--- config.mk ---
export PLATFORM = sky130hd
export DESIGN_NAME = decode_stage
export DESIGN_NICKNAME = d
export VERILOG_FILES = /design/src/hdl/decode_pkg.sv /design/src/hdl/decoded_if.sv /design/src/hdl/instr_decoder.sv /design/src/hdl/operand_select.sv /design/src/hdl/dispatch_latches.sv /design/src/hdl/fence_tracker.sv /design/src/hdl/decode_stage.sv
export SDC_FILE = /design/constraint.sdc
export NUM_CORES = 1
export LEC_CHECK = 0
export ABC_AREA = 1
export BUFFER_PORTS_ARGS = -buffer_cell sky130_fd_sc_hd__buf_2
export CORE_AREA = 2 2 163 165
export DETAILED_ROUTE_END_ITERATION = 10
export DIE_AREA = 0 0 165 167
export GPL_ROUTABILITY_DRIVEN = 0
export PLACE_DENSITY = 0.79
export SYNTH_ARGS = -nofsm -noshare
export SYNTH_HDL_FRONTEND = slang
export SYNTH_SLANG_ARGS = --single-unit
--- constraint.sdc ---
create_clock -name CLK -period 7.78 [get_ports CLK]
set_input_delay 1.556 -clock CLK [delete_from_list [all_inputs] [get_ports CLK]]
set_output_delay 1.556 -clock CLK [all_outputs]
set_load 0.005 [all_outputs]
--- src/hdl/decode_pkg.sv ---
// Decode stage shared types
`default_nettype none

package decode_pkg;

  localparam int XLEN        = 32;
  localparam int REG_ADDR_W  = 5;
  localparam int TAG_W       = 4;
  localparam int MEM_WIDTH_W = 3;

  typedef logic [XLEN-1:0]       word_t;
  typedef logic [REG_ADDR_W-1:0] reg_addr_t;
  typedef logic [TAG_W-1:0]      tag_t;

  // RV32 major opcodes in the supported subset
  typedef enum logic [6:0] {
    OP       = 7'b0110011,
    OP_IMM   = 7'b0010011,
    LUI      = 7'b0110111,
    AUIPC    = 7'b0010111,
    LOAD     = 7'b0000011,
    STORE    = 7'b0100011,
    MISC_MEM = 7'b0001111
  } opcode_t;

  // Dispatch target
  typedef enum logic [1:0] {
    UNIT_NONE,
    UNIT_ARITH,
    UNIT_MUL,
    UNIT_LS
  } unit_t;

  typedef enum logic [3:0] {
    ALU_ADD,
    ALU_SUB,
    ALU_AND,
    ALU_OR,
    ALU_XOR,
    ALU_SLL,
    ALU_SRL,
    ALU_SRA,
    ALU_SLT,
    ALU_SLTU
  } alu_op_t;

  typedef enum logic [1:0] {
    SRC_A_RS1,
    SRC_A_PC,
    SRC_A_ZERO
  } src_a_t;

  typedef enum logic [1:0] {
    SRC_B_RS2,
    SRC_B_IMM,
    SRC_B_UIMM
  } src_b_t;

  typedef enum logic [1:0] {
    IMM_I,
    IMM_S,
    IMM_U
  } imm_kind_t;

endpackage

`default_nettype wire

--- src/hdl/decoded_if.sv ---
// Decoded instruction bundle
`timescale 1ns/1ns
`default_nettype none

interface decoded_if;
  import decode_pkg::*;

  unit_t                  unit;
  alu_op_t                alu_op;
  src_a_t                 src_a;
  src_b_t                 src_b;
  imm_kind_t              imm_kind;
  reg_addr_t              rd;
  logic                   mul_high;
  logic                   mul_signed;
  logic                   is_load;
  logic                   is_store;
  logic [MEM_WIDTH_W-1:0] mem_width;
  logic                   is_fence;
  logic                   illegal;

  modport source (
    output unit, alu_op, src_a, src_b, imm_kind, rd, mul_high, mul_signed,
           is_load, is_store, mem_width, is_fence, illegal
  );

  modport sink (
    input unit, alu_op, src_a, src_b, imm_kind, rd, mul_high, mul_signed,
          is_load, is_store, mem_width, is_fence, illegal
  );

endinterface

`default_nettype wire

--- src/hdl/instr_decoder.sv ---
// RV32 subset instruction decoder
`timescale 1ns/1ns
`default_nettype none

module instr_decoder (
  input  decode_pkg::word_t     instr,
  decoded_if.source             dec,
  output decode_pkg::reg_addr_t rs1_addr,
  output decode_pkg::reg_addr_t rs2_addr
);
  import decode_pkg::*;

  opcode_t    opcode;
  logic [2:0] funct3;
  logic [6:0] funct7;

  // Common funct3 mapping for OP and OP-IMM
  function automatic alu_op_t base_op(input logic [2:0] f3);
    case (f3)
      3'b000:  return ALU_ADD;
      3'b001:  return ALU_SLL;
      3'b010:  return ALU_SLT;
      3'b011:  return ALU_SLTU;
      3'b100:  return ALU_XOR;
      3'b101:  return ALU_SRL;
      3'b110:  return ALU_OR;
      default: return ALU_AND;
    endcase
  endfunction

  assign opcode   = opcode_t'(instr[6:0]);
  assign funct3   = instr[14:12];
  assign funct7   = instr[31:25];
  assign rs1_addr = instr[19:15];
  assign rs2_addr = instr[24:20];

  always_comb begin
    dec.unit       = UNIT_ARITH;
    dec.alu_op     = ALU_ADD;
    dec.src_a      = SRC_A_RS1;
    dec.src_b      = SRC_B_RS2;
    dec.imm_kind   = IMM_I;
    dec.rd         = instr[11:7];
    dec.mul_high   = 1'b0;
    dec.mul_signed = 1'b0;
    dec.is_load    = 1'b0;
    dec.is_store   = 1'b0;
    dec.mem_width  = funct3;
    dec.is_fence   = 1'b0;
    dec.illegal    = 1'b0;

    case (opcode)
      OP: begin
        if (funct7 == 7'b0000000) begin
          dec.alu_op = base_op(funct3);
        end else if (funct7 == 7'b0100000 && funct3 == 3'b000) begin
          dec.alu_op = ALU_SUB;
        end else if (funct7 == 7'b0100000 && funct3 == 3'b101) begin
          dec.alu_op = ALU_SRA;
        end else if (funct7 == 7'b0000001) begin
          dec.unit       = UNIT_MUL;
          // MUL, MULH and MULHU only
          dec.mul_high   = funct3[0] | funct3[1];
          dec.mul_signed = ~funct3[1];
          dec.illegal    = funct3[2] | (funct3[1:0] == 2'b10);
        end else begin
          dec.illegal = 1'b1;
        end
      end
      OP_IMM: begin
        dec.src_b  = SRC_B_IMM;
        dec.alu_op = base_op(funct3);
        // Shift amounts need a clean upper field
        if (funct3 == 3'b101 && funct7 == 7'b0100000) begin
          dec.alu_op = ALU_SRA;
        end else if (funct3[1:0] == 2'b01 && funct7 != 7'b0000000) begin
          dec.illegal = 1'b1;
        end
      end
      LUI: begin
        dec.src_a    = SRC_A_ZERO;
        dec.src_b    = SRC_B_UIMM;
        dec.imm_kind = IMM_U;
      end
      AUIPC: begin
        dec.src_a    = SRC_A_PC;
        dec.src_b    = SRC_B_UIMM;
        dec.imm_kind = IMM_U;
      end
      LOAD: begin
        dec.unit    = UNIT_LS;
        dec.src_b   = SRC_B_IMM;
        dec.is_load = 1'b1;
        dec.illegal = (funct3 == 3'b011) || (funct3[2:1] == 2'b11);
      end
      STORE: begin
        dec.unit     = UNIT_LS;
        dec.src_b    = SRC_B_IMM;
        dec.imm_kind = IMM_S;
        dec.rd       = '0;
        dec.is_store = 1'b1;
        dec.illegal  = funct3[2] | (funct3[1:0] == 2'b11);
      end
      MISC_MEM: begin
        dec.rd = '0;
        if (funct3 == 3'b001) begin
          dec.unit     = UNIT_NONE;
          dec.is_fence = 1'b1;
        end else begin
          dec.illegal = 1'b1;
        end
      end
      default: dec.illegal = 1'b1;
    endcase

    // Anything outside the subset goes to the ALU as a flagged ADD
    if (dec.illegal) begin
      dec.unit       = UNIT_ARITH;
      dec.alu_op     = ALU_ADD;
      dec.mul_high   = 1'b0;
      dec.mul_signed = 1'b0;
      dec.is_load    = 1'b0;
      dec.is_store   = 1'b0;
    end
  end

  always_comb begin
    assert (!(dec.is_fence && dec.illegal))
      else $error("fence.i decoded as illegal");
  end

endmodule

`default_nettype wire

--- src/hdl/operand_select.sv ---
// Immediate build and operand muxes
`timescale 1ns/1ns
`default_nettype none

module operand_select (
  input  decode_pkg::word_t instr,
  input  decode_pkg::word_t pc,
  input  decode_pkg::word_t rs1_data,
  input  decode_pkg::word_t rs2_data,
  decoded_if.sink           dec,
  output decode_pkg::word_t port_a,
  output decode_pkg::word_t port_b,
  output decode_pkg::word_t store_data
);
  import decode_pkg::*;

  word_t imm_i;
  word_t imm_s;
  word_t imm_u;
  word_t imm_ext;

  // I format also carries shamt in its low bits
  assign imm_i = {{20{instr[31]}}, instr[31:20]};
  assign imm_s = {{20{instr[31]}}, instr[31:25], instr[11:7]};
  assign imm_u = {instr[31:12], 12'h000};

  always_comb begin
    case (dec.imm_kind)
      IMM_S:   imm_ext = imm_s;
      IMM_U:   imm_ext = imm_u;
      default: imm_ext = imm_i;
    endcase
  end

  // Loads and stores see base on A, offset on B
  always_comb begin
    case (dec.src_a)
      SRC_A_PC:   port_a = pc;
      SRC_A_ZERO: port_a = '0;
      default:    port_a = rs1_data;
    endcase
  end

  always_comb begin
    case (dec.src_b)
      SRC_B_IMM:  port_b = imm_ext;
      SRC_B_UIMM: port_b = imm_u;
      default:    port_b = rs2_data;
    endcase
  end

  assign store_data = rs2_data;

endmodule

`default_nettype wire

--- src/hdl/dispatch_latches.sv ---
// Per-unit dispatch registers
`timescale 1ns/1ns
`default_nettype none

module dispatch_latches (
  input  logic                                 CLK,
  input  logic                                 nRST,
  input  logic                                 instr_valid,
  input  logic                                 flush,
  input  logic                                 stall_arith,
  input  logic                                 stall_mul,
  input  logic                                 stall_ls,
  input  logic                                 fence_busy,
  input  decode_pkg::tag_t                     cb_tail,
  decoded_if.sink                              dec,
  input  decode_pkg::word_t                    port_a,
  input  decode_pkg::word_t                    port_b,
  input  decode_pkg::word_t                    store_data,
  output logic                                 arith_valid,
  output decode_pkg::alu_op_t                  arith_op,
  output decode_pkg::word_t                    arith_a,
  output decode_pkg::word_t                    arith_b,
  output decode_pkg::reg_addr_t                arith_rd,
  output logic                                 arith_illegal,
  output decode_pkg::tag_t                     arith_tag,
  output logic                                 mul_valid,
  output logic                                 mul_high,
  output logic                                 mul_signed,
  output decode_pkg::word_t                    mul_a,
  output decode_pkg::word_t                    mul_b,
  output decode_pkg::reg_addr_t                mul_rd,
  output decode_pkg::tag_t                     mul_tag,
  output logic                                 ls_valid,
  output logic                                 ls_load,
  output logic                                 ls_store,
  output logic [decode_pkg::MEM_WIDTH_W-1:0]   ls_width,
  output decode_pkg::word_t                    ls_base,
  output decode_pkg::word_t                    ls_offset,
  output decode_pkg::word_t                    ls_store_data,
  output decode_pkg::reg_addr_t                ls_rd,
  output decode_pkg::tag_t                     ls_tag,
  output logic                                 accept,
  output logic                                 decode_stall
);
  import decode_pkg::*;

  logic unit_stall;
  logic load_arith;
  logic load_mul;
  logic load_ls;

  always_comb begin
    case (dec.unit)
      UNIT_ARITH: unit_stall = stall_arith;
      UNIT_MUL:   unit_stall = stall_mul;
      UNIT_LS:    unit_stall = stall_ls;
      default:    unit_stall = 1'b0;
    endcase
  end

  assign accept       = instr_valid & ~unit_stall & ~fence_busy;
  assign decode_stall = instr_valid & (unit_stall | fence_busy);

  assign load_arith = accept && dec.unit == UNIT_ARITH;
  assign load_mul   = accept && dec.unit == UNIT_MUL;
  assign load_ls    = accept && dec.unit == UNIT_LS;

  // Stalled units keep their valid, idle units drop it
  always_ff @(posedge CLK, negedge nRST) begin
    if (~nRST) begin
      arith_valid <= 1'b0;
      mul_valid   <= 1'b0;
      ls_valid    <= 1'b0;
    end else if (flush) begin
      arith_valid <= 1'b0;
      mul_valid   <= 1'b0;
      ls_valid    <= 1'b0;
    end else begin
      if (~stall_arith)
        arith_valid <= load_arith;
      if (~stall_mul)
        mul_valid <= load_mul;
      if (~stall_ls)
        ls_valid <= load_ls;
    end
  end

  always_ff @(posedge CLK) begin
    if (load_arith) begin
      arith_op      <= dec.alu_op;
      arith_a       <= port_a;
      arith_b       <= port_b;
      arith_rd      <= dec.rd;
      arith_illegal <= dec.illegal;
      arith_tag     <= cb_tail;
    end
    if (load_mul) begin
      mul_high   <= dec.mul_high;
      mul_signed <= dec.mul_signed;
      mul_a      <= port_a;
      mul_b      <= port_b;
      mul_rd     <= dec.rd;
      mul_tag    <= cb_tail;
    end
    if (load_ls) begin
      ls_load       <= dec.is_load;
      ls_store      <= dec.is_store;
      ls_width      <= dec.mem_width;
      ls_base       <= port_a;
      ls_offset     <= port_b;
      ls_store_data <= store_data;
      ls_rd         <= dec.rd;
      ls_tag        <= cb_tail;
    end
  end

  assert property (@(posedge CLK) disable iff (~nRST) $onehot0({load_arith, load_mul, load_ls}));

  // Back-pressure holds the whole latch
  assert property (@(posedge CLK) disable iff (~nRST) stall_arith && !flush |=>
    $stable({arith_valid, arith_op, arith_a, arith_b, arith_rd, arith_illegal, arith_tag}));
  assert property (@(posedge CLK) disable iff (~nRST) stall_mul && !flush |=>
    $stable({mul_valid, mul_high, mul_signed, mul_a, mul_b, mul_rd, mul_tag}));
  assert property (@(posedge CLK) disable iff (~nRST) stall_ls && !flush |=>
    $stable({ls_valid, ls_load, ls_store, ls_width, ls_base, ls_offset, ls_store_data,
             ls_rd, ls_tag}));

endmodule

`default_nettype wire

--- src/hdl/fence_tracker.sv ---
// FENCE.I flush control
`timescale 1ns/1ns
`default_nettype none

module fence_tracker (
  input  logic    CLK,
  input  logic    nRST,
  decoded_if.sink dec,
  input  logic    accept,
  input  logic    icache_done,
  input  logic    dcache_done,
  output logic    icache_flush,
  output logic    dcache_flush,
  output logic    fence_busy
);

  logic prev_fence;
  logic fence_start;
  logic iflushed;
  logic dflushed;

  // Only the first of a run of fences flushes
  assign fence_start = accept & dec.is_fence & ~prev_fence;

  always_ff @(posedge CLK, negedge nRST) begin
    if (~nRST) begin
      prev_fence   <= 1'b0;
      icache_flush <= 1'b0;
      dcache_flush <= 1'b0;
      fence_busy   <= 1'b0;
      iflushed     <= 1'b0;
      dflushed     <= 1'b0;
    end else begin
      if (accept)
        prev_fence <= dec.is_fence;
      icache_flush <= fence_start;
      dcache_flush <= fence_start;
      if (fence_start) begin
        fence_busy <= 1'b1;
        iflushed   <= 1'b0;
        dflushed   <= 1'b0;
      end else if (fence_busy) begin
        // Done strobes are sticky until the next fence
        if (icache_done)
          iflushed <= 1'b1;
        if (dcache_done)
          dflushed <= 1'b1;
        if (iflushed && dflushed)
          fence_busy <= 1'b0;
      end
    end
  end

  assert property (@(posedge CLK) disable iff (~nRST) icache_flush |=> !icache_flush);

endmodule

`default_nettype wire

--- src/hdl/decode_stage.sv ---
// Out-of-order decode stage top
`timescale 1ns/1ns
`default_nettype none

module decode_stage (
  input  logic                               CLK,
  input  logic                               nRST,
  input  decode_pkg::word_t                  instr,
  input  decode_pkg::word_t                  pc,
  input  logic                               instr_valid,
  input  logic                               flush,
  input  logic                               stall_arith,
  input  logic                               stall_mul,
  input  logic                               stall_ls,
  input  decode_pkg::tag_t                   cb_tail,
  input  decode_pkg::word_t                  rs1_data,
  input  decode_pkg::word_t                  rs2_data,
  input  logic                               icache_done,
  input  logic                               dcache_done,
  output decode_pkg::reg_addr_t              rs1_addr,
  output decode_pkg::reg_addr_t              rs2_addr,
  output logic                               decode_stall,
  output logic                               arith_valid,
  output decode_pkg::alu_op_t                arith_op,
  output decode_pkg::word_t                  arith_a,
  output decode_pkg::word_t                  arith_b,
  output decode_pkg::reg_addr_t              arith_rd,
  output logic                               arith_illegal,
  output decode_pkg::tag_t                   arith_tag,
  output logic                               mul_valid,
  output logic                               mul_high,
  output logic                               mul_signed,
  output decode_pkg::word_t                  mul_a,
  output decode_pkg::word_t                  mul_b,
  output decode_pkg::reg_addr_t              mul_rd,
  output decode_pkg::tag_t                   mul_tag,
  output logic                               ls_valid,
  output logic                               ls_load,
  output logic                               ls_store,
  output logic [decode_pkg::MEM_WIDTH_W-1:0] ls_width,
  output decode_pkg::word_t                  ls_base,
  output decode_pkg::word_t                  ls_offset,
  output decode_pkg::word_t                  ls_store_data,
  output decode_pkg::reg_addr_t              ls_rd,
  output decode_pkg::tag_t                   ls_tag,
  output logic                               icache_flush,
  output logic                               dcache_flush,
  output logic                               fence_busy
);
  import decode_pkg::*;

  word_t port_a;
  word_t port_b;
  word_t store_data;
  logic  accept;

  decoded_if dec_bus ();

  instr_decoder u_decoder (
    .instr    (instr),
    .dec      (dec_bus.source),
    .rs1_addr (rs1_addr),
    .rs2_addr (rs2_addr)
  );

  operand_select u_operands (
    .instr      (instr),
    .pc         (pc),
    .rs1_data   (rs1_data),
    .rs2_data   (rs2_data),
    .dec        (dec_bus.sink),
    .port_a     (port_a),
    .port_b     (port_b),
    .store_data (store_data)
  );

  dispatch_latches u_latches (
    .CLK           (CLK),
    .nRST          (nRST),
    .instr_valid   (instr_valid),
    .flush         (flush),
    .stall_arith   (stall_arith),
    .stall_mul     (stall_mul),
    .stall_ls      (stall_ls),
    .fence_busy    (fence_busy),
    .cb_tail       (cb_tail),
    .dec           (dec_bus.sink),
    .port_a        (port_a),
    .port_b        (port_b),
    .store_data    (store_data),
    .arith_valid   (arith_valid),
    .arith_op      (arith_op),
    .arith_a       (arith_a),
    .arith_b       (arith_b),
    .arith_rd      (arith_rd),
    .arith_illegal (arith_illegal),
    .arith_tag     (arith_tag),
    .mul_valid     (mul_valid),
    .mul_high      (mul_high),
    .mul_signed    (mul_signed),
    .mul_a         (mul_a),
    .mul_b         (mul_b),
    .mul_rd        (mul_rd),
    .mul_tag       (mul_tag),
    .ls_valid      (ls_valid),
    .ls_load       (ls_load),
    .ls_store      (ls_store),
    .ls_width      (ls_width),
    .ls_base       (ls_base),
    .ls_offset     (ls_offset),
    .ls_store_data (ls_store_data),
    .ls_rd         (ls_rd),
    .ls_tag        (ls_tag),
    .accept        (accept),
    .decode_stall  (decode_stall)
  );

  fence_tracker u_fence (
    .CLK          (CLK),
    .nRST         (nRST),
    .dec          (dec_bus.sink),
    .accept       (accept),
    .icache_done  (icache_done),
    .dcache_done  (dcache_done),
    .icache_flush (icache_flush),
    .dcache_flush (dcache_flush),
    .fence_busy   (fence_busy)
  );

endmodule

`default_nettype wire

==> impl_metrics.json <==
{
  "synth_simple_gate_area_frac": 0.129,
  "rr_endpoint": "u_latches.arith_a[30]$_DFFE_PP_",
  "dieWidth_microns": 165,
  "period_minus_slack_ps": 5020,
  "track_usage": 0.200,
  "setup_viol": 0,
  "final_cell_mix": "420 x buf_2, 263 x edfxtp_1, 123 x nand2_1",
  "synth_top_family_by_area": "simple AND/OR/NAND/NOR gates",
  "drc": 0,
  "cap_violations": 0,
  "synth_cell_types": 34,
  "synth-seq-area-share": 0.796,
  "synth_edf_count": 263,
  "postCtsSetupBuffers": 0,
  "netlist_area_sq_um": 10200,
  "cts_tree": "built",
  "tns_ps": 0,
  "worstSetupPathType": "input pin to output port",
  "via_per_inst": 4.84,
  "num-fill-cells": 2174,
  "drtPass1Iterations": 5,
  "ios": 421,
  "antenna_found_initial": 3,
  "drive_gt1_frac": 0.441,
  "numPortBuffers": 420,
  "cts.sinks": 271,
  "syn_to_final_growth_pct": 32.9,
  "peakVddDrop_mv": 0.174,
  "die_height_microns": 167,
  "hold_viol_final": 0,
  "status": "finished clean",
  "grt_pass1_vias": 6972,
  "fmax_ghz": 0.199,
  "reg2reg_slack_ps": 5360,
  "ctsRootBufferMaster": "clkbuf_16",
  "fin_crit_sh": 0.645,
  "drt-initial-drc-count": 714,
  "critPathRequiredTime_ps": 6220,
  "grt_max_degree": 57,
  "min_from": "u_fence.prev_fence$_DFFE_PN0P_",
  "clk_pin_slew_ps": 60,
  "rsz0062_at_grt": "no",
  "yosys_warnings": 0,
  "clk_latency_ps": 530,
  "post_cts_resized": 0,
  "critPathLaunchType": "input pin",
  "synthArstFlopShare": 0.0295,
  "end_kind": "output port",
  "layout_commonest_cell": "buf_2",
  "htree_levels": 1,
  "overflow": 0,
  "synthCells": 702,
  "die_area_sq_um": 27600,
  "hpwl_microns": 21500,
  "fp-row-count": 59,
  "hold_buffers": 0,
  "slew_headroom": 0.321,
  "leakagePower_nw": 5.73,
  "slew_violations": 0,
  "cts_made_buffers": 27,
  "synth_ff_type": "edfxtp_1",
  "ys_ff_latch": 271,
  "wl_per_cell_microns": 19.4,
  "min_path_type": "flop to flop",
  "rr_worst_depth": 5,
  "synth_xor_area_frac": 0,
  "synth_compound_area_frac": 0.0333,
  "arrival_ps": 3460,
  "grt_pass1_wl_microns": 40900,
  "vias": 7191,
  "r2r_start": "u_fence.fence_busy$_DFF_PN0_",
  "core_sq_um": 25800,
  "ant_nets": 0,
  "synth_mux_area_frac": 0,
  "cts_buffer_depth": 3,
  "avgSynthCellArea_sq_um": 14.5,
  "initial_core_util": 0.395,
  "skew_ps": 7.81,
  "utilization": 0.525,
  "synth-adder-area-share": 0.00738,
  "hold_end": "u_fence.prev_fence$_DFFE_PN0P_",
  "path_max_fanout": 7,
  "syn-num-nets": 849,
  "wl_microns": 28700,
  "tightest_slew_ps": 1020,
  "powerDensity_nw_per_um2": 230,
  "fin_nets": 1277,
  "min_path_cells": 2
}
synthesized netlist by cell type (3+ instances only):
cell | n | share of area
edfxtp_1 | 263 | 0.78
nand2_1 | 123 | 0.045
nor2_1 | 72 | 0.027
nand3_1 | 55 | 0.027
inv_1 | 44 | 0.016
a21oi_1 | 23 | 0.011
o21ai_0 | 19 | 0.0094
clkbuf_1 | 15 | 0.0055
nand2_2 | 12 | 0.0074
buf_4 | 11 | 0.0081
dfrtp_1 | 8 | 0.020
nor2_2 | 7 | 0.0043
a31oi_1 | 6 | 0.0037
ha_1 | 6 | 0.0074
a22oi_1 | 5 | 0.0037
nand3_2 | 5 | 0.0049
nand4_1 | 4 | 0.0025
buf_1 | 3 | 0.0011
inv_2 | 3 | 0.0011
nor2_4 | 3 | 0.0033
layout make-up:
type                    count  area [sq um]  area share
flip-flops and latches    271          8100       0.599
repair buffers            429          2170       0.160
multi-input cells         353          1750       0.129
clock buffers              32           694      0.0514
well taps                 335           419      0.0310
clock inverters            15           203      0.0150
inverters                  48           185      0.0137
diodes                      2          5.00    0.000370
report_power, final:
part,total (mW),switching [mW],internal [mW]
combinational,0.151,0.0946,0.0566
clock,1.32,0.523,0.800
sequential,1.63,0.00523,1.63
logic make-up after synthesis:
logic type,after synthesis
simple gates,288
flops,271
buf+inv,78
compound gates,59
fa+ha+maj,6
flip-flops by register name, summed over array words and instances, names as in the netlist, 3 cells and up:
register                 count
u_latches.arith_b           32
u_latches.ls_width           3
u_latches.ls_base           32
u_latches.ls_offset         32
u_latches.mul_tag            4
u_latches.arith_a           32
u_latches.arith_tag          4
u_latches.ls_tag             4
u_latches.ls_store_data     32
u_latches.arith_rd           5
u_latches.arith_op           4
u_latches.mul_rd             5
u_latches.mul_b             32
u_latches.ls_rd              5
u_latches.mul_a             32
metrics by stage:
stage	instances	hold slack, ps	power (mW)	instance area, sq um	setup slack [ps]
finish	1485	486	3.11	13500	2760
global route	1484	513	3.21	13500	2580
CTS	1483	485	3.14	13500	2780
detailed placement	1436	471	1.82	12600	2680
global placement	1436	458	1.81	12600	2850
floorplan	702	442	1.72	10200	90.8
worst max-delay path, cell delays in order:
cell,delay (ps)
buf_2,100
inv_1,60
nor3_1,250
nand2_1,120
ha_1,260
inv_1,110
nor2_1,60
nand3_1,90
nand2_1,70
a21oi_2,210
nand4_1,140
nand3_2,120
nor2_4,60
nor2_1,120
buf_2,130
how the worst max path moves through the flow:
stage,start,to,slack [ps],cells past startpoint
final,instr[2],decode_stall,2760,15
after global routing,instr[2],decode_stall,2580,15
after CTS,instr[2],decode_stall,2780,15
after detailed placement,instr[2],u_latches.mul_b[29]$_DFFE_PP_,2680,11
after global placement,instr[2],u_latches.mul_b[27]$_DFFE_PP_,2850,11
after floorplan,instr[1],u_latches.ls_base[0]$_DFFE_PP_,90,13
layer usage:
layer	vias up	routed length [microns]	global-route usage
met5	-	13	0
met4	2	728	0.0571
met3	57	2450	0.0443
met2	388	14800	0.359
met1	3399	10800	0.240
li1	3345	-	-
Power figures use the tool's default switching activity.
